==> src/hw/scope_pkg.sv <==
//----------------------------------------
// shared types of the digitizer core
// opcode and state values match the host software
//----------------------------------------
package scope_pkg;

	localparam int          SAMPLE_W = 12;     // adc resolution
	localparam logic [31:0] VERSION  = 32'd18; // firmware version, returned by OP_INFO

	typedef logic signed [SAMPLE_W-1:0] sample_t;

	typedef enum logic [7:0] {
		OP_READ       = 8'd0, // stream the sample buffer
		OP_ARM        = 8'd1, // arm and poll status
		OP_INFO       = 8'd2, // version readback
		OP_TRIG_SET   = 8'd8, // thresholds, pre-offset, time over threshold
		OP_DOWNSAMPLE = 8'd9  // write strobe divider
	} opcode_e;

	typedef enum logic [7:0] {
		ACQ_READY     = 8'd0,
		ACQ_RISE_ARM  = 8'd1,   // waiting below the lower threshold
		ACQ_RISE_FIRE = 8'd2,   // counting above the upper threshold
		ACQ_FALL_ARM  = 8'd3,
		ACQ_FALL_FIRE = 8'd4,
		ACQ_POST      = 8'd250, // taking post-trigger words
		ACQ_DONE      = 8'd251  // frozen until read out
	} acq_state_e;

	// one 8-byte command, byte 0 is always the opcode
	typedef union packed {
		logic [7:0][7:0] bytes; // bytes[k] arrived k-th
		struct packed {
			logic [31:0] len;   // bytes 4-7, little endian
			logic [23:0] pad;
			opcode_e     opcode;
		} rd;
	} cmd_word_u;

endpackage

==> src/hw/capture_writer.sv <==
//----------------------------------------
// one write every 2^downsample clocks
//----------------------------------------
module capture_writer
	import scope_pkg::*;
#(
	parameter int ADDR_W = 10
) (
	input  logic              clk,
	input  logic              rstn,
	input  logic              i_capture_en,
	input  logic [4:0]        i_downsample,
	output logic              o_wr_stb,
	output logic [ADDR_W-1:0] o_wr_addr
);

	logic [31:0] div_cnt;
	logic [31:0] div_max;
	logic        stb_q;

	assign div_max  = (32'd1 << i_downsample) - 32'd1;
	assign o_wr_stb = stb_q & i_capture_en; // a strobe in flight is dropped on freeze

	always_ff @(posedge clk or negedge rstn) begin
		if (!rstn) begin
			div_cnt   <= '0;
			stb_q     <= 1'b0;
			o_wr_addr <= '0;
		end else begin
			stb_q <= 1'b0;
			if (i_capture_en) begin
				if (div_cnt >= div_max) begin // >= covers a shrinking divider
					div_cnt <= '0;
					stb_q   <= 1'b1;
				end else begin
					div_cnt <= div_cnt + 32'd1;
				end
			end
			if (o_wr_stb)
				o_wr_addr <= o_wr_addr + 1'b1; // circular, wraps at 2^ADDR_W
		end
	end

endmodule

==> config.mk <==
export PLATFORM = sky130hd
export DESIGN_NAME = capture_writer
export DESIGN_NICKNAME = d
export VERILOG_FILES = /design/src/hw/scope_pkg.sv /design/src/hw/capture_writer.sv
export SDC_FILE = /design/constraint.sdc
export NUM_CORES = 1
export LEC_CHECK = 0
export ABC_AREA = 1
export BUFFER_PORTS_ARGS = -buffer_cell sky130_fd_sc_hd__clkbuf_2
export CAP_MARGIN = 40
export CORE_ASPECT_RATIO = 1.5
export CORE_MARGIN = 2
export CORE_UTILIZATION = 57
export DETAILED_ROUTE_END_ITERATION = 10
export GPL_TIMING_DRIVEN = 0
export PLACE_DENSITY = 0.77
export SLEW_MARGIN = 20
export SYNTH_ARGS = -nofsm -noshare
export SYNTH_HDL_FRONTEND = slang
export SYNTH_SLANG_ARGS = --single-unit
==> constraint.sdc <==
create_clock -name clk -period 1.85 [get_ports clk]
set_clock_uncertainty 0.2 [all_clocks]
set_input_delay 0.0925 -clock clk [delete_from_list [all_inputs] [get_ports clk]]
set_output_delay 0.0925 -clock clk [all_outputs]
set_load 0.01 [all_outputs]
==> impl_metrics.yaml <==
synth:
  synth_fa_ha_area_frac: 0.112
  synth_flop_cell: "dfrtp_1"
  synth-edff-count: 0
  synthTopCellsByCount: "nand2_1 (175), inv_1 (77), nor2_1 (66)"
  synth.net_count: 635
  yosysWarnings: 0
  synth-seq-cells: 43
  syn-cell-area_sq_um: 3900
  synth_xor_area_frac: 0.0696
  syn_area_per_cell_sq_um: 6.59
  async_flop_share: 1.00
  synth_top_area_cell: "dfrtp_1"
  muxShareOfSynthArea: 0
  synthCells: 592
  synth-simple-area-share: 0.383
  synth_top_family_by_area: "simple AND/OR/NAND/NOR gates"
  ys_types: 33
  synth_top_area_frac: 0.276
  synth_compound_area_frac: 0.0684
  yosysSeqAreaShare: 0.276
  yosys-top-cells-area: "dfrtp_1 (28%), nand2_1 (17%), ha_1 (11%)"
  yosysMostFrequentCell: "nand2_1"
drt:
  routed_wl_mm: 10.6
  final_antenna_net_count: 0
  vias_per_cell: 5.57
  num_vias: 4019
  top_layer: "met4"
  wl_met1_mm: 4.25
  wl_per_cell_microns: 14.8
  drt_iter0_markers: 264
  route.met2.wl_mm: 5.49
  dr_wl_met3_microns: 451
  route.detailed.drc: 0
  dr.pass1.iters: 5
clock_network:
  clkLatencyLatePin_ns: 0.31
  clock_sinks: 43
  clockBufferDepth: 2
  clk_pin_slew_worst_paths_ns: 0.09
  cts_buffers: 5
  cts_root_buf: "clkbuf_8"
  h-tree-depth: 2
  cts_tree: "built"
worst_setup_path:
  startpoint_type: "input port"
  crit_required_ns: 1.88
  critPathMaxFanout: 6
  r2r_slack_ns: -0.30
  endpoint_kind: "register"
  path_common_cell: "nand2_1"
  path_delay_family: "simple AND/OR/NAND/NOR gates"
  arrival_ns: 2.75
  crit_type: "input port to register"
  crit_slowest_cell: "nor3_4"
  cp_num_buf_inv: 5
  max_stage_delay_ns: 0.30
finish:
  drive_above_1_share: 0.217
  final_util: 0.748
  fin_cells: 721
  antennaDiodeCount: 0
  areaGrowthSynthToFinish_pct: 26.1
  final_cell_area_sq_um: 4920
  final_nets: 687
grt:
  overflow: 0
  grt_max_degree: 26
  track_usage: 0.289
  grt_pass1_vias: 3844
  grt_antenna_before_repair: 0
  grt_pass1_wl_mm: 17.6
timing:
  min_period_ns: 2.72
  slew_headroom: 0.493
  drv_slew: 0
  max_freq_mhz: 368
  finalHoldViolations: 0
  fin_crit_sh: 1.47
  setup_violations: 33
  tightest_slew_ns: 0.760
  grt_setup_unrepaired: "true"
  worst_slack_ns: -0.870
pwr:
  p_leak_nw: 2.48
  power_frac_seq: 0.382
  p_sw_frac: 0.394
  p_sw_mw: 1.33
  p_comb_frac: 0.390
  p_int_mw: 2.05
  power_mw: 3.38
  clock_power_share: 0.228
  ir_drop_mv: 0.470
  power.density_nw_per_um2: 688
floorplanning:
  io_pins: 19
  rows: 36
  die_w_microns: 71.5
  fp.dieArea_sq_um: 7530
  die-height_microns: 105
  start_util: 0.593
  core-area_sq_um: 6580
hold_path:
  hold_class: "input port to register"
place:
  numPortBuffers: 16
  place_inst: 685
  placed_cell_area_sq_um: 4190
  gp_congestion: 0.899
  dp_hpwl_mm: 7.35
run_status:
  status: "complete, but fails checks"
  failed_checks: "setup timing"
job:
  cap_violations: 0
-- final cells by class --
cell class                      instances  area [sq um]
Clock buffer                            5          68.8
Clock inverter                          3          46.3
Multi-Input combinational cell        459          2790
Sequential cell                        43          1080
Fill cell                             493          1660
Inverter                               83           347
Timing Repair Buffer                   44           417
Buffer                                  8          73.8
Tap cell                               76          95.1
-- state kept, by name, indices dropped and copies added (netlist names) --
signal / cells
stb_q: 1
div_cnt: 32
o_wr_addr: 10
-- metrics by stage --
step	worst slack (ns)	hold slack [ns]	TNS [ns]
2_1_floorplan	-0.912	-0.403	-29.48
3_3_place_gp	-1.48	0.127	-47.63
3_5_place_dp	-1.54	-0.117	-49.58
4_1_cts	-0.781	0.0237	-25.00
5_1_grt	-1.02	0.0843	-32.64
6_report	-0.870	0.0486	-28.09
-- repair_timing --
action | in CTS | in global routing
pin swaps | 22 | 29
resized for setup | 75 | 22
endpoints found under the hold margin | 45 | 0
cloned | 4 | 0
endpoints found under the setup margin | 33 | 34
hold buffers | 3 | 0
buffers inserted | 18 | 3
-- cells in the final DEF, fill, tap and decap left out, types with 13 or more instances in the layout --
cell type	n
nand2_1	166
inv_1	72
nor2_1	60
dfrtp_1	43
nand3_1	41
ha_1	34
a21oi_2	25
xor2_1	20
buf_4	17
nand4_1	16
nor3_1	13
-- power by group through the flow --
stage | clock network [mW] | logic, mW | registers, mW
after global placement | 0 | 0.926 | 1.30
after CTS | 0.778 | 1.23 | 1.29
final | 0.770 | 1.32 | 1.29
after floorplan | 0 | 0.711 | 1.25
after detailed placement | 0 | 0.961 | 1.30
after global routing | 0.818 | 1.47 | 1.31
-- metal layers --
metal  track usage  vias to the layer above
li1              -                     1997
met1         0.346                     1863
met2         0.491                      125
met3        0.0449                       34
met4         0.150                        0
met5             0                        -
-- final timing paths --
path | end | startpoint | cells after the start
max in group asynchronous | div_cnt[17] | rstn | 3
worst max-delay path | div_cnt[4] | i_downsample[1] | 25
worst max register to register | div_cnt[18] | div_cnt[15] | 11
worst min-delay path | stb_q | i_capture_en | 3
worst min register to register | o_wr_addr[9] | o_wr_addr[9] | 1
min in group asynchronous | o_wr_addr[4] | rstn | 2
-- cell families after synthesis --
group / after synthesis
other cells: 1
flops: 43
buf+inv: 91
fa+ha+maj: 35
compound gates: 50
xor+xnor: 31
simple gates: 341
-- worst min-delay path: stages --
cell	delay, ns
buf_2	0.17
inv_2	0.18
a21oi_1	0.07
Note: power is estimated with default switching activity, not from simulation.
