--- src/hw/scope_pkg.sv ---
//----------------------------------------
// shared types of the digitizer core
// opcode and state values match the host software
//----------------------------------------
package scope_pkg;

	localparam int          SAMPLE_W = 12;     // adc resolution
	localparam logic [31:0] VERSION  = 32'd18; // firmware version, returned by OP_INFO

	typedef logic signed [SAMPLE_W-1:0] sample_t;

	typedef enum logic [7:0] {
		OP_READ       = 8'd0, // stream the sample buffer
		OP_ARM        = 8'd1, // arm and poll status
		OP_INFO       = 8'd2, // version readback
		OP_TRIG_SET   = 8'd8, // thresholds, pre-offset, time over threshold
		OP_DOWNSAMPLE = 8'd9  // write strobe divider
	} opcode_e;

	typedef enum logic [7:0] {
		ACQ_READY     = 8'd0,
		ACQ_RISE_ARM  = 8'd1,   // waiting below the lower threshold
		ACQ_RISE_FIRE = 8'd2,   // counting above the upper threshold
		ACQ_FALL_ARM  = 8'd3,
		ACQ_FALL_FIRE = 8'd4,
		ACQ_POST      = 8'd250, // taking post-trigger words
		ACQ_DONE      = 8'd251  // frozen until read out
	} acq_state_e;

	// one 8-byte command, byte 0 is always the opcode
	typedef union packed {
		logic [7:0][7:0] bytes; // bytes[k] arrived k-th
		struct packed {
			logic [31:0] len;   // bytes 4-7, little endian
			logic [23:0] pad;
			opcode_e     opcode;
		} rd;
	} cmd_word_u;

endpackage

--- src/hw/cmd_receiver.sv ---
//----------------------------------------
// input is blocked from a full command until the dispatcher reports done
//----------------------------------------
module cmd_receiver
	import scope_pkg::*;
(
	input  logic       clk,
	input  logic       rstn,
	input  logic       i_rx_valid,
	input  logic [7:0] i_rx_data,
	output logic       o_rx_ready,
	input  logic       i_cmd_done,
	output cmd_word_u  o_cmd,
	output logic       o_cmd_valid
);

	logic [2:0] byte_cnt; // position of the next byte
	logic       busy;     // command handed over, waiting for done
	logic       rx_fire;

	assign o_rx_ready = ~busy;
	assign rx_fire    = i_rx_valid & o_rx_ready;

	always_ff @(posedge clk or negedge rstn) begin
		if (!rstn) begin
			byte_cnt    <= '0;
			busy        <= 1'b0;
			o_cmd_valid <= 1'b0;
		end else begin
			o_cmd_valid <= 1'b0;
			if (rx_fire) begin
				byte_cnt <= byte_cnt + 3'd1; // wraps back to 0 after byte 7
				if (byte_cnt == 3'd7) begin
					busy        <= 1'b1;
					o_cmd_valid <= 1'b1;
				end
			end
			if (i_cmd_done)
				busy <= 1'b0;
		end
	end

	always_ff @(posedge clk) begin
		if (rx_fire)
			o_cmd.bytes[byte_cnt] <= i_rx_data;
	end

endmodule

--- config.mk ---
export PLATFORM = sky130hd
export DESIGN_NAME = cmd_receiver
export DESIGN_NICKNAME = d
export VERILOG_FILES = /design/src/hw/scope_pkg.sv /design/src/hw/cmd_receiver.sv
export SDC_FILE = /design/constraint.sdc
export NUM_CORES = 1
export LEC_CHECK = 0
export BUFFER_PORTS_ARGS = -buffer_cell sky130_fd_sc_hd__buf_2
export CORE_UTILIZATION = 43
export DETAILED_ROUTE_END_ITERATION = 8
export PLACE_DENSITY_LB_ADDON = 0.05
export SYNTH_ARGS = -nofsm -noshare
export SYNTH_HDL_FRONTEND = slang
export SYNTH_SLANG_ARGS = --single-unit
--- constraint.sdc ---
create_clock -name clk -period 1.6 [get_ports clk]
set_input_delay 0.24 -clock clk [delete_from_list [all_inputs] [get_ports clk]]
set_output_delay 0.24 -clock clk [all_outputs]
set_load 0.03 [all_outputs]
==> results.md <==
- The run finished with clean final reports.
- The die covers 5410 sq um.
- The clock passes through at most 2 buffers.
- The worst IR drop on VDD is 0.000896 V.
- The initialized floorplan defines 25 standard-cell rows.
- The count of cells resized by post-cts repair is 0.
- The kind of cell adding the most delay to the critical path is simple AND/OR/NAND/NOR gates.
- Setup violations remaining at the end of the flow were counted as 0.
- After the first detailed-routing iteration, the DRC count stood at 89.
- The sequential fraction of the synthesis area is 92.9%.
- The tightest hold margin is 0.0533 ns.
- The overall global routing resource usage is 18.4%.
- 78 I/O pins were placed.
- The total number of vias is 1,246.
- Once the floorplan was initialized, standard cells occupied 45.7% of the core.
- In the layout the commonest cells are buf_2, edfxtp_1, buf_4.
- STA classifies the critical path endpoint as a register.
- The area of the mapped netlist is 2200 sq um.
- After legalization and detailed placement, the total HPWL measured 3100 um.
- The post-layout instance count excluding filler cells is 266.
- The post-route setup TNS is 0 ns.
- The final layout net count is 210.
- Dividing total power by cell area gives a power density of 1580 nW/um^2.
- Between clock sinks in the finished design, the worst skew comes to 0.00585 ns.
- The min-delay analysis places its worst path in the category input pin to register.
- The number of placed instances, taps included, is 251.
- The number of instances in the synthesized netlist is 92.
- The number of buffers and inverters on the critical path is 1.
- The total of flip-flops plus latches after synthesis is 69.
- From synthesis to final layout, the design area changed by 34.8%.
- The largest incremental delay on the critical path is 0.44 ns.
- The post-synthesis average cell area is 23.9 sq um.
- The library cell used most frequently in the layout, excluding fill and tap cells, is buf_2.
- During placement, the flow inserted port buffers numbering 77.
- The global-route wire length before repair is 6540 um.
- The count of endpoints failing hold in the final timing report is 0.
- The worst path uses 92.9% of the clock period.
- The die outline height is 73.6 um.
- Summing all non-filler instances in the final layout gives an area of 2970 sq um.
- The post-detailed-route wirelength per cell is 16.9 um.
- Clock-pin slew was measured on the worst setup and hold paths at 0.06 ns.
- The largest fanout of any net on the critical path is 5.
- The critical path goes through or3b_4, nor2_1, buf_4.
- The TritonCTS clock tree is done.
- Timing would allow up to 0.673 GHz.
- The tree is rooted in a clkbuf_8.
- In this run the cell area measured after placement is 2790 sq um.
- The minimum clock period is 1.49 ns.
- For this design, the sink count on the clock tree is 69.
- The repair_antennas step left the layout with diodes totalling 0.
- The routability congestion estimate is 0.741.
- The number of max-slew violations in the final report is 0.
- Data on the critical path arrives at its endpoint at 1.52 ns.
- The via count of the first global-routing pass is 1,243.
- The startpoint kind of the worst setup timing path is a register.
- The x dimension of the die is 73.6 um.
- The worst setup path category is register to register.
- The detailed-router iteration count before antenna repair is 4.
- For this design the static power due to leakage is 1.18 nW.
- Setup repair after global routing left no endpoint under its margin.
- The count of nets left with antenna violations once routing finished came out at 0.
- The post-route DRC violation count is 0.
- The number of buffers added by the clock tree synthesis step is 9.
- The total congestion overflow is 0.
- The sum of routed wire length over all layers is 4500 um.
- Entering global routing, the biggest net connects 11 pins.
- The count of max-cap constraint violations is 0.
- The maximum level of the CTS H-tree is 3.
- The filler cell count in the final layout is 372.
- The initial antenna violation count was 0.
- The core region is 4820 sq um.
- On the critical path, the stage with the largest delay is an instance of or3b_4.
- The post-synth net total is 106.
- The actual transition at the worst max-transition pin is 0.263 ns.
- STA puts the critical path data required time at 1.64 ns.
- Using the TritonRoute via totals, the vias-per-cell ratio works out to 4.68.
- Cells with a size suffix above 1 make up 54.8% of the layout.
- The distinct cell type count after synthesis is 16.
- The worst-case headroom to the max-slew limit is 82.5%.
- Clock latency on the worst-skew pair, taken at its later pin, is 0.33 ns.
- The share of the core filled with cells in the final layout is 61.7%.
- Yosys printed 0 warnings.
==> logic make-up after synthesis <==
| family | share of synthesized area (%) |
|---|---|
| and+or+nand+nor | 4.15 |
| buffers and inverters | 0.170 |
| adders and majority gates | 1.14 |
| xor gates and xnor gates | 0.398 |
| DFF | 92.9 |
| muxes | 1.02 |
| AOI/OAI and AO/OA | 0.227 |
==> worst register-to-register path: cells and delay by family (launching register included) <==
kind	cells	cell delay, ns
buf+inv	1	0.18
flops	1	0.41
simple gates	2	0.61
==> routing by layer <==
metal  wire length (um)  global-route usage (%)  vias up
met5                  0                       0        -
met4                105                    12.2        0
met3                211                    4.94       11
met2               2340                    30.3       50
met1               1840                    21.3      623
li1                   -                       -      562
==> synth_stat cells, drive strengths merged <==
cell	instances	area (sq um)
nand2	1	3.75
nor2b	1	8.76
xor2	1	8.76
dfrtp	5	125
ha	2	25.0
nor3	2	15.0
inv	1	3.75
nor2	7	26.3
and2	1	6.26
nand2b	2	12.5
or3b	1	11.3
a21oi	1	5.00
mux2	2	22.5
nand3b	1	7.51
edfxtp	64	1920
==> state kept, by name (all words and copies together) (netlist names) <==
signal	count
byte_cnt	3
o_cmd_valid	1
busy	1
o_cmd	64
==> per-stage QoR <==
stage / setup WS (ns) / total power, W
finish: 0.114 / 0.00468
global route: 0.0365 / 0.00491
CTS: 0.0890 / 0.00475
detailed placement: 0.126 / 0.00348
global placement: 0.152 / 0.00346
floorplan: 0.0193 / 0.00305
==> worst paths after layout <==
| check | start | end | slack, ns | depth (start not counted) |
|---|---|---|---|---|
| worst max-delay path | byte_cnt[0] | o_cmd[34] | 0.11 | 3 |
| min in group asynchronous | rstn | byte_cnt[1] | 0.25 | 2 |
| max in group asynchronous | rstn | byte_cnt[0] | 1.22 | 2 |
| worst max register to register | byte_cnt[0] | o_cmd[34] | 0.11 | 3 |
| worst min-delay path | i_cmd_done | busy | 0.05 | 2 |
| worst min register to register | byte_cnt[0] | byte_cnt[0] | 0.52 | 1 |
==> power breakdown <==
| group | switching [W] | internal [W] |
|---|---|---|
| sequential | 0.000130 | 0.00227 |
| combinational | 0.000708 | 0.000328 |
| clock | 0.000551 | 0.000696 |
| total | 0.00139 | 0.00330 |
==> cell type report <==
type                    instances  area (sq um)  area share, %
clock inverters                 3          38.8           1.31
multi-input cells              22           158           5.31
inverters                       1          3.75          0.126
clock buffers                  11           131           4.42
well taps                      67          83.8           2.82
flip-flops and latches         69          2050           68.9
repair buffers                 93           508           17.1
==> what timing repair did <==
action | 4_1_cts | 5_1_grt
buffers inserted | 0 | 0
endpoints found under the hold margin | 5 | 0
setup endpoints to repair | 0 | 0
hold buffers | 1 | 0
No activity file was read; power rests on OpenSTA's default activity.
