[src/hw/scope_pkg.sv]
//----------------------------------------
// shared types of the digitizer core
// opcode and state values match the host software
//----------------------------------------
package scope_pkg;

	localparam int          SAMPLE_W = 12;     // adc resolution
	localparam logic [31:0] VERSION  = 32'd18; // firmware version, returned by OP_INFO

	typedef logic signed [SAMPLE_W-1:0] sample_t;

	typedef enum logic [7:0] {
		OP_READ       = 8'd0, // stream the sample buffer
		OP_ARM        = 8'd1, // arm and poll status
		OP_INFO       = 8'd2, // version readback
		OP_TRIG_SET   = 8'd8, // thresholds, pre-offset, time over threshold
		OP_DOWNSAMPLE = 8'd9  // write strobe divider
	} opcode_e;

	typedef enum logic [7:0] {
		ACQ_READY     = 8'd0,
		ACQ_RISE_ARM  = 8'd1,   // waiting below the lower threshold
		ACQ_RISE_FIRE = 8'd2,   // counting above the upper threshold
		ACQ_FALL_ARM  = 8'd3,
		ACQ_FALL_FIRE = 8'd4,
		ACQ_POST      = 8'd250, // taking post-trigger words
		ACQ_DONE      = 8'd251  // frozen until read out
	} acq_state_e;

	// one 8-byte command, byte 0 is always the opcode
	typedef union packed {
		logic [7:0][7:0] bytes; // bytes[k] arrived k-th
		struct packed {
			logic [31:0] len;   // bytes 4-7, little endian
			logic [23:0] pad;
			opcode_e     opcode;
		} rd;
	} cmd_word_u;

endpackage

[src/hw/trigger_fsm.sv]
//----------------------------------------
// threshold levels are checked every clock, not only on write strobes
// type 1 rising, type 2 falling, any other type fires at once
//----------------------------------------
module trigger_fsm
	import scope_pkg::*;
#(
	parameter int N_LANES = 4,
	parameter int ADDR_W  = 10
) (
	input  logic                       clk,
	input  logic                       rstn,
	input  sample_t [N_LANES-1:0]      i_samples,
	input  logic                       i_wr_stb,
	input  logic [ADDR_W-1:0]          i_wr_addr,
	input  logic [7:0]                 i_trig_type,
	input  sample_t                    i_lower,
	input  sample_t                    i_upper,
	input  logic [7:0]                 i_tot,
	input  logic [15:0]                i_post_len,
	input  logic                       i_arm,
	input  logic                       i_readout_done,
	output logic                       o_capture_en,
	output acq_state_e                 o_acq_state,
	output logic [15:0]                o_event_count,
	output logic [ADDR_W-1:0]          o_trig_addr,
	output logic [$clog2(N_LANES)-1:0] o_trig_lane
);

	localparam int LANE_W = $clog2(N_LANES);

	logic              any_low;
	logic              any_high;
	logic [LANE_W-1:0] low_lane;  // lowest lane below the lower threshold
	logic [LANE_W-1:0] high_lane; // lowest lane above the upper threshold
	logic [7:0]        tot_cnt;
	logic [15:0]       post_cnt;

	assign o_capture_en = (o_acq_state != ACQ_DONE);

	always_comb begin
		any_low   = 1'b0;
		any_high  = 1'b0;
		low_lane  = '0;
		high_lane = '0;
		for (int k = N_LANES - 1; k >= 0; k--) begin // downward so the lowest lane wins
			if (i_samples[k] < i_lower) begin
				any_low  = 1'b1;
				low_lane = LANE_W'(k);
			end
			if (i_samples[k] > i_upper) begin
				any_high  = 1'b1;
				high_lane = LANE_W'(k);
			end
		end
	end

	always_ff @(posedge clk or negedge rstn) begin
		if (!rstn) begin
			o_acq_state   <= ACQ_READY;
			o_event_count <= '0;
			o_trig_addr   <= '0;
			o_trig_lane   <= '0;
			tot_cnt       <= '0;
			post_cnt      <= '0;
		end else begin
			case (o_acq_state)
				ACQ_READY: begin
					tot_cnt  <= '0;
					post_cnt <= '0;
					if (i_arm) begin
						if (i_trig_type == 8'd1)
							o_acq_state <= ACQ_RISE_ARM;
						else if (i_trig_type == 8'd2)
							o_acq_state <= ACQ_FALL_ARM;
						else begin // free run
							o_trig_addr <= i_wr_addr;
							o_trig_lane <= '0;
							o_acq_state <= ACQ_POST;
						end
					end
				end
				ACQ_RISE_ARM: if (any_low) o_acq_state <= ACQ_RISE_FIRE;
				ACQ_FALL_ARM: if (any_high) o_acq_state <= ACQ_FALL_FIRE;
				ACQ_RISE_FIRE, ACQ_FALL_FIRE: begin
					// time over threshold on the far side
					if ((o_acq_state == ACQ_RISE_FIRE) ? any_high : any_low) begin
						tot_cnt <= tot_cnt + 8'd1;
						if (tot_cnt >= i_tot) begin
							o_trig_addr <= i_wr_addr;
							o_trig_lane <= (o_acq_state == ACQ_RISE_FIRE) ? high_lane : low_lane;
							o_acq_state <= ACQ_POST;
						end
					end
				end
				ACQ_POST: begin
					if (post_cnt >= i_post_len) begin
						o_event_count <= o_event_count + 16'd1;
						o_acq_state   <= ACQ_DONE;
					end else if (i_wr_stb) begin
						post_cnt <= post_cnt + 16'd1;
					end
				end
				ACQ_DONE: if (i_readout_done) o_acq_state <= ACQ_READY;
				default: o_acq_state <= ACQ_READY;
			endcase
		end
	end

endmodule

[config.mk]
export PLATFORM = sky130hd
export DESIGN_NAME = trigger_fsm
export DESIGN_NICKNAME = d
export VERILOG_FILES = /design/src/hw/scope_pkg.sv /design/src/hw/trigger_fsm.sv
export SDC_FILE = /design/constraint.sdc
export NUM_CORES = 1
export LEC_CHECK = 0
export BUFFER_PORTS_ARGS = -buffer_cell sky130_fd_sc_hd__buf_4
export CORE_AREA = 2 2 124 102
export CTS_CLUSTER_DIAMETER = 150
export CTS_CLUSTER_SIZE = 10
export DETAILED_ROUTE_END_ITERATION = 8
export DIE_AREA = 0 0 126 104
export GPL_TIMING_DRIVEN = 0
export PLACE_DENSITY = 0.78
export SYNTH_ARGS = -nofsm -noshare
export SYNTH_HDL_FRONTEND = slang
export SYNTH_SLANG_ARGS = --single-unit
[constraint.sdc]
create_clock -name clk -period 2.5 [get_ports clk]
set_clock_uncertainty 0.1 [all_clocks]
set_input_delay 0.25 -clock clk [delete_from_list [all_inputs] [get_ports clk]]
set_output_delay 0.25 -clock clk [all_outputs]
set_load 0.005 [all_outputs]
==> flow_summary.toml <==
[outcome]
status = "finished, violations left"
violations = "setup timing"

[drt]
wl_per_cell_um = 17.6
drt_iter0_drc = 357
route.detailed.drc = 0
vias = 5752
viasPerCell = 5.94
wl_mm = 17.0
first_pass_iters = 5
ant_nets = 0

[synth]
async_flop_share = 1.00
synth_nets = 871
synth_adder_area_share = 0.261
synth_top_family_by_area = "adder cells"
ys.flop_type = "dfrtp_1"
synth_compound_area_frac = 0.170
synth.avg_cell_area_um2 = 9.01
synthSimpleGateAreaFrac = 0.181
synth.yosys.seq_area_share = 0.246
synthCells = 633
synth_edf_count = 0
yosysTopAreaCellShare = 0.261
synth_xor_area_frac = 0.0261
yosysWarnings = 0
synth.area.mux_share = 0.0570
synth.distinct_cells = 65
syn-cell-area_um2 = 5700
yosys-top-cells-area = "ha_1 (26%), dfrtp_1 (25%), inv_1 (4.4%), a21oi_1 (3.8%), nand4_1 (3.1%)"
synth-seq-cells = 56
synthDominantAreaCellType = "ha_1"

[clock_network]
cts.htree.levels = 2
cts_tree = "done"
clkTransAtPathRegs_ns = 0.07
cts-root-buf = "clkbuf_16"
clk_latency_ns = 0.29
cts_buffer_depth = 2
numCtsBuffers = 5
clkSinkCount = 56

[setup_path]
cp_data_arrival_time_ns = 2.69
slowest_delay_ns = 0.40
r2r_slack_ns = -0.01
path_cells = "buf_4, inv_1, ha_1, nand4_1, o32ai_2, nand3_1, o31ai_4, and4b_2, a211o_4, clkbuf_16, mux2_4"
cp-start-kind = "input pin"
worstSetupPathType = "input pin to flop"
required_ns = 2.57
r2r_start = "o_acq_state[0]"
end_kind = "flop"
cpMaxStageDelayCell = "o32ai_2"
worst_r2r_path_depth = 8
timing.rr.end = "o_trig_addr[8]"
crit_fanout = 5

[floorplanning]
dieArea_um2 = 13100
dieHeight_um = 104
initial_utilization = 0.480
io-pin-count = 156
die_w_um = 126
rows = 36
core_um2 = 11900

[layout]
layout.nets = 1055
antenna_cells = 0
drive_gt1_frac = 0.364
final_common_cell = "buf_4"
final_core_util = 0.667
fin_area_um2 = 7930
layout_common_cells = "buf_4 (175), ha_1 (109), dfrtp_1 (55), inv_1 (54), nand2_1 (38)"
syn_to_final_growth_pct = 39.0

[timing]
finalCritPeriodShare = 1.05
drv_slew = 0
final.setup.worst_slack_ns = -0.122
setup-violations-final = 21
hold_violations = 0
rsz0062_at_grt = "yes"
slew_headroom = 0.527
period_needed_ns = 2.62
fmax_mhz = 381
hold_ws_ns = 0.0867
worst_pin_slew_ns = 0.710
tns_ns = -1.81

[global_routing]
antenna_found_initial = 0
grt_pass1_wl_mm = 27.0
track_usage = 0.248
grt_max_degree = 57
grt-ovfl-total = 0
grt_pass1_vias = 5718

[job]
cap_violations = 0

[placed_design]
gp_congestion = 0.913
post-dp-hpwl_mm = 13.3
placed_area_um2 = 7090
port_buffers = 155

[power]
power.density_nw_per_um2 = 631
p_leak_nw = 4.10
ir_drop_mv = 0.490

[min_path]
hold-path-cell-count = 2
holdPathEnd = "o_trig_addr[4]"
hp-start = "i_wr_addr[4]"
hold_path.class = "input pin to flop"
-- worst max path at each step --
| stage | depth (start not counted) | startpoint | end | slack, ns |
|---|---|---|---|---|
| floorplan | 10 | i_upper[9] | o_trig_addr[0] | 0.004 |
| global placement | 11 | i_upper[9] | o_trig_addr[3] | -0.54 |
| detailed placement | 11 | i_upper[9] | o_trig_addr[0] | -0.62 |
| CTS | 11 | tot_cnt[0] | o_trig_addr[7] | -0.07 |
| global route | 13 | i_upper[10] | tot_cnt[7] | -0.16 |
| finish | 11 | i_upper[10] | o_trig_addr[8] | -0.12 |
-- synth_stat cells, types with 7 or more instances --
master,n
clkbuf_1,7
nor2_1,23
o211ai_1,11
or2_2,8
nand2_1,40
inv_1,67
a211oi_1,7
nand2b_1,13
nand4_1,28
a31oi_1,7
mux2_4,10
a21o_1,14
o21ai_0,12
nor2b_1,8
nor3_1,8
mux2i_1,13
dfrtp_1,56
ha_1,119
xor2_1,8
a21oi_1,43
xnor2_1,9
nand3_1,26
and3_1,12
-- critical path: cells and delay by family --
kind	cells	cell delay [ns]
AOI/OAI and AO/OA	3	0.69
adders and majority gates	1	0.36
buffers and inverters	3	0.36
muxes	1	0.29
and+or+nand+nor	3	0.75
-- per-stage QoR --
step | total power, mW | std cells | worst slack, ns
2_1_floorplan | 2.65 | 633 | 0.00371
3_3_place_gp | 3.40 | 940 | -0.535
3_5_place_dp | 3.50 | 940 | -0.615
4_1_cts | 4.75 | 961 | -0.0671
5_1_grt | 5.31 | 969 | -0.162
6_report | 5.00 | 969 | -0.122
-- cells by family (layout without fill, tap and decap cells) --
| kind of cell | Yosys count | after routing |
|---|---|---|
| buf+inv | 83 | 267 |
| flops | 56 | 56 |
| fa+ha+maj | 119 | 119 |
| compound gates | 140 | 140 |
| simple gates | 191 | 191 |
| mux | 27 | 27 |
| xor+xnor | 17 | 17 |
-- state kept, by name (all words and copies together), names as in the netlist --
name	count
o_trig_addr	10
post_cnt	16
o_acq_state	4
o_trig_lane	2
o_event_count	16
tot_cnt	8
-- cell type report --
cell class	instances	area [µm²]
buffer	14	113
clock buffer	5	125
clock inverter	2	60.1
fill	927	3970
inverter	67	277
multi-input combinational	494	4370
sequential	56	1400
tap	152	190
timing repair buffer	179	1390
-- layer usage --
metal | GRT usage | part of all wire | vias to the layer above
met5 | 0 | 0 | -
met4 | 0.0573 | 0.021 | 0
met3 | 0.0448 | 0.053 | 36
met2 | 0.432 | 0.49 | 207
met1 | 0.319 | 0.43 | 2790
li1 | - | - | 2719
-- report_power, final --
group          internal (mW)  switching (mW)
clock                  0.569           0.305
combinational           1.51            1.36
sequential              1.09           0.166
total                   3.17            1.83
-- timing repair --
action                                  in CTS  in global routing
gates cloned                                 1                  1
gates resized for setup                     52                 46
setup buffers                               12                  9
pin swaps                                   11                 14
endpoints found under the hold margin       56                  0
endpoints found under the setup margin      43                 46
hold buffers                                 1                  0
No activity file was read; power rests on OpenSTA's default activity.
