## src/hw/scope_pkg.sv

```systemverilog
//----------------------------------------
// shared types of the digitizer core
// opcode and state values match the host software
//----------------------------------------
package scope_pkg;

	localparam int          SAMPLE_W = 12;     // adc resolution
	localparam logic [31:0] VERSION  = 32'd18; // firmware version, returned by OP_INFO

	typedef logic signed [SAMPLE_W-1:0] sample_t;

	typedef enum logic [7:0] {
		OP_READ       = 8'd0, // stream the sample buffer
		OP_ARM        = 8'd1, // arm and poll status
		OP_INFO       = 8'd2, // version readback
		OP_TRIG_SET   = 8'd8, // thresholds, pre-offset, time over threshold
		OP_DOWNSAMPLE = 8'd9  // write strobe divider
	} opcode_e;

	typedef enum logic [7:0] {
		ACQ_READY     = 8'd0,
		ACQ_RISE_ARM  = 8'd1,   // waiting below the lower threshold
		ACQ_RISE_FIRE = 8'd2,   // counting above the upper threshold
		ACQ_FALL_ARM  = 8'd3,
		ACQ_FALL_FIRE = 8'd4,
		ACQ_POST      = 8'd250, // taking post-trigger words
		ACQ_DONE      = 8'd251  // frozen until read out
	} acq_state_e;

	// one 8-byte command, byte 0 is always the opcode
	typedef union packed {
		logic [7:0][7:0] bytes; // bytes[k] arrived k-th
		struct packed {
			logic [31:0] len;   // bytes 4-7, little endian
			logic [23:0] pad;
			opcode_e     opcode;
		} rd;
	} cmd_word_u;

endpackage

```

## src/hw/reply_streamer.sv

```systemverilog
//----------------------------------------
// next ram word is fetched only after the current one is fully sent
// a zero-length read finishes without any output word
//----------------------------------------
module reply_streamer
	import scope_pkg::*;
#(
	parameter int N_LANES = 4,
	parameter int ADDR_W  = 10
) (
	input  logic                  clk,
	input  logic                  rstn,
	input  logic                  i_start_word,
	input  logic [31:0]           i_word,
	input  logic                  i_start_read,
	input  logic [ADDR_W-1:0]     i_read_addr,
	input  logic [31:0]           i_read_len,
	output logic [ADDR_W-1:0]     o_rd_addr,
	input  sample_t [N_LANES-1:0] i_rd_data,
	output logic                  o_tx_valid,
	output logic [31:0]           o_tx_data,
	output logic                  o_tx_last,
	input  logic                  i_tx_ready,
	output logic                  o_done
);

	localparam int PAIRS  = N_LANES / 2;
	localparam int PAIR_W = (PAIRS > 1) ? $clog2(PAIRS) : 1;

	typedef enum logic [1:0] {S_IDLE, S_ADDR, S_LOAD, S_SEND} st_e;

	st_e                   state;
	logic [31:0]           remaining; // words still to go, current one included
	logic [PAIR_W-1:0]     pair;      // lane pair being sent
	sample_t [N_LANES-1:0] line;      // ram word being sent
	logic                  accept;

	assign accept = o_tx_valid & i_tx_ready;

	// lane 2k in the low half, lane 2k+1 in the high half
	function automatic logic [31:0] pack_pair(sample_t [N_LANES-1:0] w, int k);
		return {{(16-SAMPLE_W){1'b0}}, w[2*k+1], {(16-SAMPLE_W){1'b0}}, w[2*k]};
	endfunction

	always_ff @(posedge clk or negedge rstn) begin
		if (!rstn) begin
			state      <= S_IDLE;
			remaining  <= '0;
			pair       <= '0;
			o_rd_addr  <= '0;
			o_tx_valid <= 1'b0;
			o_tx_last  <= 1'b0;
			o_done     <= 1'b0;
		end else begin
			o_done <= 1'b0;
			case (state)
				S_IDLE: begin
					if (i_start_word) begin
						remaining  <= 32'd1;
						o_tx_valid <= 1'b1;
						o_tx_last  <= 1'b1;
						state      <= S_SEND;
					end else if (i_start_read) begin
						remaining <= i_read_len;
						o_rd_addr <= i_read_addr;
						if (i_read_len == 32'd0)
							o_done <= 1'b1;
						else
							state <= S_ADDR;
					end
				end
				S_ADDR: state <= S_LOAD; // ram latches the address now
				S_LOAD: begin
					pair       <= '0;
					o_tx_valid <= 1'b1;
					o_tx_last  <= (remaining == 32'd1);
					state      <= S_SEND;
				end
				S_SEND: begin
					if (accept) begin
						remaining <= remaining - 32'd1;
						if (remaining == 32'd1) begin // final word taken
							o_tx_valid <= 1'b0;
							o_tx_last  <= 1'b0;
							o_done     <= 1'b1;
							state      <= S_IDLE;
						end else if (pair == PAIR_W'(PAIRS - 1)) begin
							o_tx_valid <= 1'b0;
							o_rd_addr  <= o_rd_addr + 1'b1; // circular like the writer
							state      <= S_ADDR;
						end else begin
							pair      <= pair + 1'b1;
							o_tx_last <= (remaining == 32'd2);
						end
					end
				end
				default: state <= S_IDLE;
			endcase
		end
	end

	// data path, held while waiting for ready
	always_ff @(posedge clk) begin
		if (state == S_IDLE && i_start_word) begin
			o_tx_data <= i_word;
		end else if (state == S_LOAD) begin
			line      <= i_rd_data;
			o_tx_data <= pack_pair(i_rd_data, 0);
		end else if (state == S_SEND && accept && pair != PAIR_W'(PAIRS - 1)) begin
			o_tx_data <= pack_pair(line, int'(pair) + 1);
		end
	end

endmodule

```

## config.mk

```make
export PLATFORM = sky130hd
export DESIGN_NAME = reply_streamer
export DESIGN_NICKNAME = d
export VERILOG_FILES = /design/src/hw/scope_pkg.sv /design/src/hw/reply_streamer.sv
export SDC_FILE = /design/constraint.sdc
export NUM_CORES = 1
export LEC_CHECK = 0
export ABC_CLOCK_PERIOD_IN_PS = 9840
export BUFFER_PORTS_ARGS = -buffer_cell sky130_fd_sc_hd__buf_2
export CAP_MARGIN = 10
export CELL_PAD_IN_SITES_DETAIL_PLACEMENT = 0
export CELL_PAD_IN_SITES_GLOBAL_PLACEMENT = 2
export CORE_UTILIZATION = 35
export DETAILED_ROUTE_END_ITERATION = 8
export PLACE_DENSITY_LB_ADDON = 0.1
export SLEW_MARGIN = 25
export SYNTH_ARGS = -nofsm -noshare
export SYNTH_HDL_FRONTEND = slang
export SYNTH_SLANG_ARGS = --single-unit
export TNS_END_PERCENT = 50
```

## constraint.sdc

```tcl
create_clock -name clk -period 9.84 [get_ports clk]
set_input_delay 1.968 -clock clk [delete_from_list [all_inputs] [get_ports clk]]
set_output_delay 1.968 -clock clk [all_outputs]
set_load 0.02 [all_outputs]
```

==> results.md <==
- Worst R2R Path Depth: 5
- Final setup viols: 0
- Top Ports: 172
- Final nets: 925
- # Max-Cap Violations: 0
- Comb pwr share: 42.4%
- Hold_sp: remaining[10]
- Hold Path Stages: 1
- Fmax: 271 MHz
- Worst path top cell family by delay: simple AND/OR/NAND/NOR gates
- First-pass GRT wire length: 29.5 mm
- Syn avg cell area: 10.3 sq um
- Crit Path Max Fanout: 48
- Initial DRC Count: 360
- Top_reg_cell synth: edfxtp_1
- CP Cell Sequence: buf_2 > nand2b_1 > o211ai_1 > buf_4 > nor3_1 > o2bb2a_1 > o21ai_0
- Fraction of registers with async set/reset: 37.5%
- Unrepaired setup endpoints after global routing: no
- Clock power share: 21.1%
- Core ar.: 0.0182 sq mm
- Syn Nets: 770
- Setup TNS: 0 ns
- Vias: 5,630
- Hold EP: remaining[10]
- CTS Buffer Depth: 2
- CTS tree: done
- Clock root cell: clkbuf_16
- First-pass detailed-route iteration total: 7
- Hold Crit Class: flip-flop to flip-flop
- Final Hold Viols: 0
- CTS resizes: 0
- Number of nets with antenna violations after routing: 0
- Number of global-route vias before repair: 5,542
- Failing checks: design-rule violations
- Syn. warnings: 0
- Clk slew on worst S/H paths: 0.06 ns
- IO Port Bufs: 171
- Yosys top cell by area: edfxtp_1
- Max-slew violation count: 0
- Core Rows: 49
- Vias/cell: 5.45
- #FFs+latches synth: 128
- Sequential share of power: 36.5%
- Area of the mapped netlist: 0.00658 sq mm
- Post-Place Cells: 1,000
- Reg2reg end: o_rd_addr[2]
- Post-Route Skew: 0.0151 ns
- H-tree Lvls: 4
- CP max stage delay: 0.72 ns
- Drt wl/cell: 18.0 um
- VDD IR-drop max: 0.000151 V
- Num CTS Buffers: 17
- P_sw: 1.23 mW
- Pwr Density: 352 mW/mm^2
- Top post-synthesis cells by area: edfxtp_1, dfrtp_1, mux2i_1
- GP Congestion: 0.783
- Cell variety after synth: 59
- CP Buf/Inv Count: 2
- Pre-CTS setup slack: 5.30 ns
- Setup repair bufs after CTS: 0
- Sequential share of the synthesized area: 54.8%
- Gr ovfl total: 0
- Ratio of cells with drive above 1 in the final layout: 27.7%
- Critical path data required time: 10.17 ns
- Least-Margin Pin Slew: 1.02 ns
- Sinks on Clock Net: 128
- P_leak: 3.32 nW
- Post-route DRC: 7
- Yosys top cell area share: 36.5%
- Die Wd: 139 um
- Final min period: 3.69 ns
- Final cell count without fillers: 1,033
- Syn-to-layout area delta: 24.9%
- Mapped Cells: 636
- WS Path Type: input port to flip-flop
- DP HPWL: 12.5 mm
- Number of antenna diodes: 0
- RR Startpoint: remaining[9]
- Status: finished, violations left
- R2R Setup Slk: 6.71 ns
- Top-count cell post-synth: edfxtp_1
- Slew HR: 31.3%
- Final hold slack: 0.530 ns
- Clk_lat worst skew: 0.42 ns
- Die H: 139 um
- Total Die Area: 0.0193 sq mm
- Switch share: 42.6%
- Routed wire length: 18.6 mm
- Pin count of the biggest net entering global routing: 59
- Worst Slack Setup Final: 6.15 ns
- Worst setup EP type: flip-flop
- Slowest cell on the critical path: nor3_1
- Critical path launch point type: input port
- Fin crit share: 37.5%
- Global Route Usage Sum: 19.7%
- Pint: 1.66 mW
- Top cells by count, synth: edfxtp_1, nor2_1, nand2_1
- Initial Util: 36.1%
- Initial antenna violation count: 1
- EDFF count, synth: 80
- Worst path arrival time: 4.02 ns
- Hold Buf Count CTS: 0
==> cell families (layout without fill, tap and decap cells) <==
family          after synthesis  after routing  share of synthesized area [%]
fa+ha+maj                     7              7                           1.33
simple gates                228            228                           17.5
buf+inv                      59            227                           3.52
flops                       128            128                           54.8
mux                          37             37                           5.63
compound gates              177            177                           17.2
==> per-stage QoR <==
| stage | instance area [sq um] | utilization [%] | power (mW) |
|---|---|---|---|
| after CTS | 8180 | 44.9 | 2.91 |
| after floorplan | 6580 | - | 1.92 |
| final | 8210 | 45.1 | 2.89 |
| after global placement | 7620 | 41.9 | 2.26 |
| after global routing | 8210 | 45.1 | 3.10 |
| after detailed placement | 7620 | 41.9 | 2.29 |
==> registers in the layout, indices dropped and copies added (netlist names) <==
| name | count |
|---|---|
| line | 48 |
| o_done | 1 |
| o_rd_addr | 10 |
| o_tx_data | 32 |
| o_tx_last | 1 |
| o_tx_valid | 1 |
| pair | 1 |
| remaining | 32 |
| state | 2 |
==> power by group through the flow <==
| stage | Sequential (mW) | Clock, mW | Combinational (mW) |
|---|---|---|---|
| 3_5_place_dp | 1.06 | 0 | 1.23 |
| 2_1_floorplan | 1.11 | 0 | 0.804 |
| 6_report | 1.05 | 0.610 | 1.22 |
| 3_3_place_gp | 1.06 | 0 | 1.21 |
| 4_1_cts | 1.05 | 0.625 | 1.23 |
| 5_1_grt | 1.09 | 0.647 | 1.36 |
==> worst register-to-register path: cells and delay by family (launching register included) <==
kind / cells / cell delay [ns]
and+or+nand+nor: 4 / 2.26
DFF: 1 / 0.45
AOI/OAI and AO/OA: 1 / 0.31
==> layout by cell type (no fill, tap or decap), types with 16 or more instances in the layout <==
cell and instances:
mux2i_1 37, nor2_1 55, o21ai_0 43, and3_1 16, inv_1 16, clkbuf_16 17
nor3_1 16, buf_2 171, edfxtp_1 80, nor4_1 22, nand2_1 54, dfrtp_1 47
a21oi_1 50, nand3_1 21
==> how the worst max path moves through the flow <==
stage,start,end,slack [ns],cells past startpoint
finish,i_start_word,remaining[24],6.15,7
global route,i_start_word,remaining[9],6.00,6
detailed placement,i_start_word,o_tx_data[12],5.30,4
floorplan,i_start_word,o_tx_data[0],6.06,4
CTS,i_start_word,o_tx_data[13],5.74,4
global placement,i_start_word,o_tx_data[0],5.37,4
==> cell type report <==
type	instances	area, sq um
sequential	128	3600
tap	229	287
fill	1757	10000
timing repair buffer	178	928
multi-input combinational	449	2770
clock buffer	18	429
inverter	17	63.8
clock inverter	14	134
==> layer usage <==
layer  routed length (um)  global-route usage, %  up-vias
li1                     -                      -     2746
met1                 8100                   25.1     2676
met2                 9030                   32.0      193
met3                 1320                   6.08       13
met4                  163                   5.91        2
met5                   10                      0        -
Note: power is estimated with default switching activity, not from simulation.
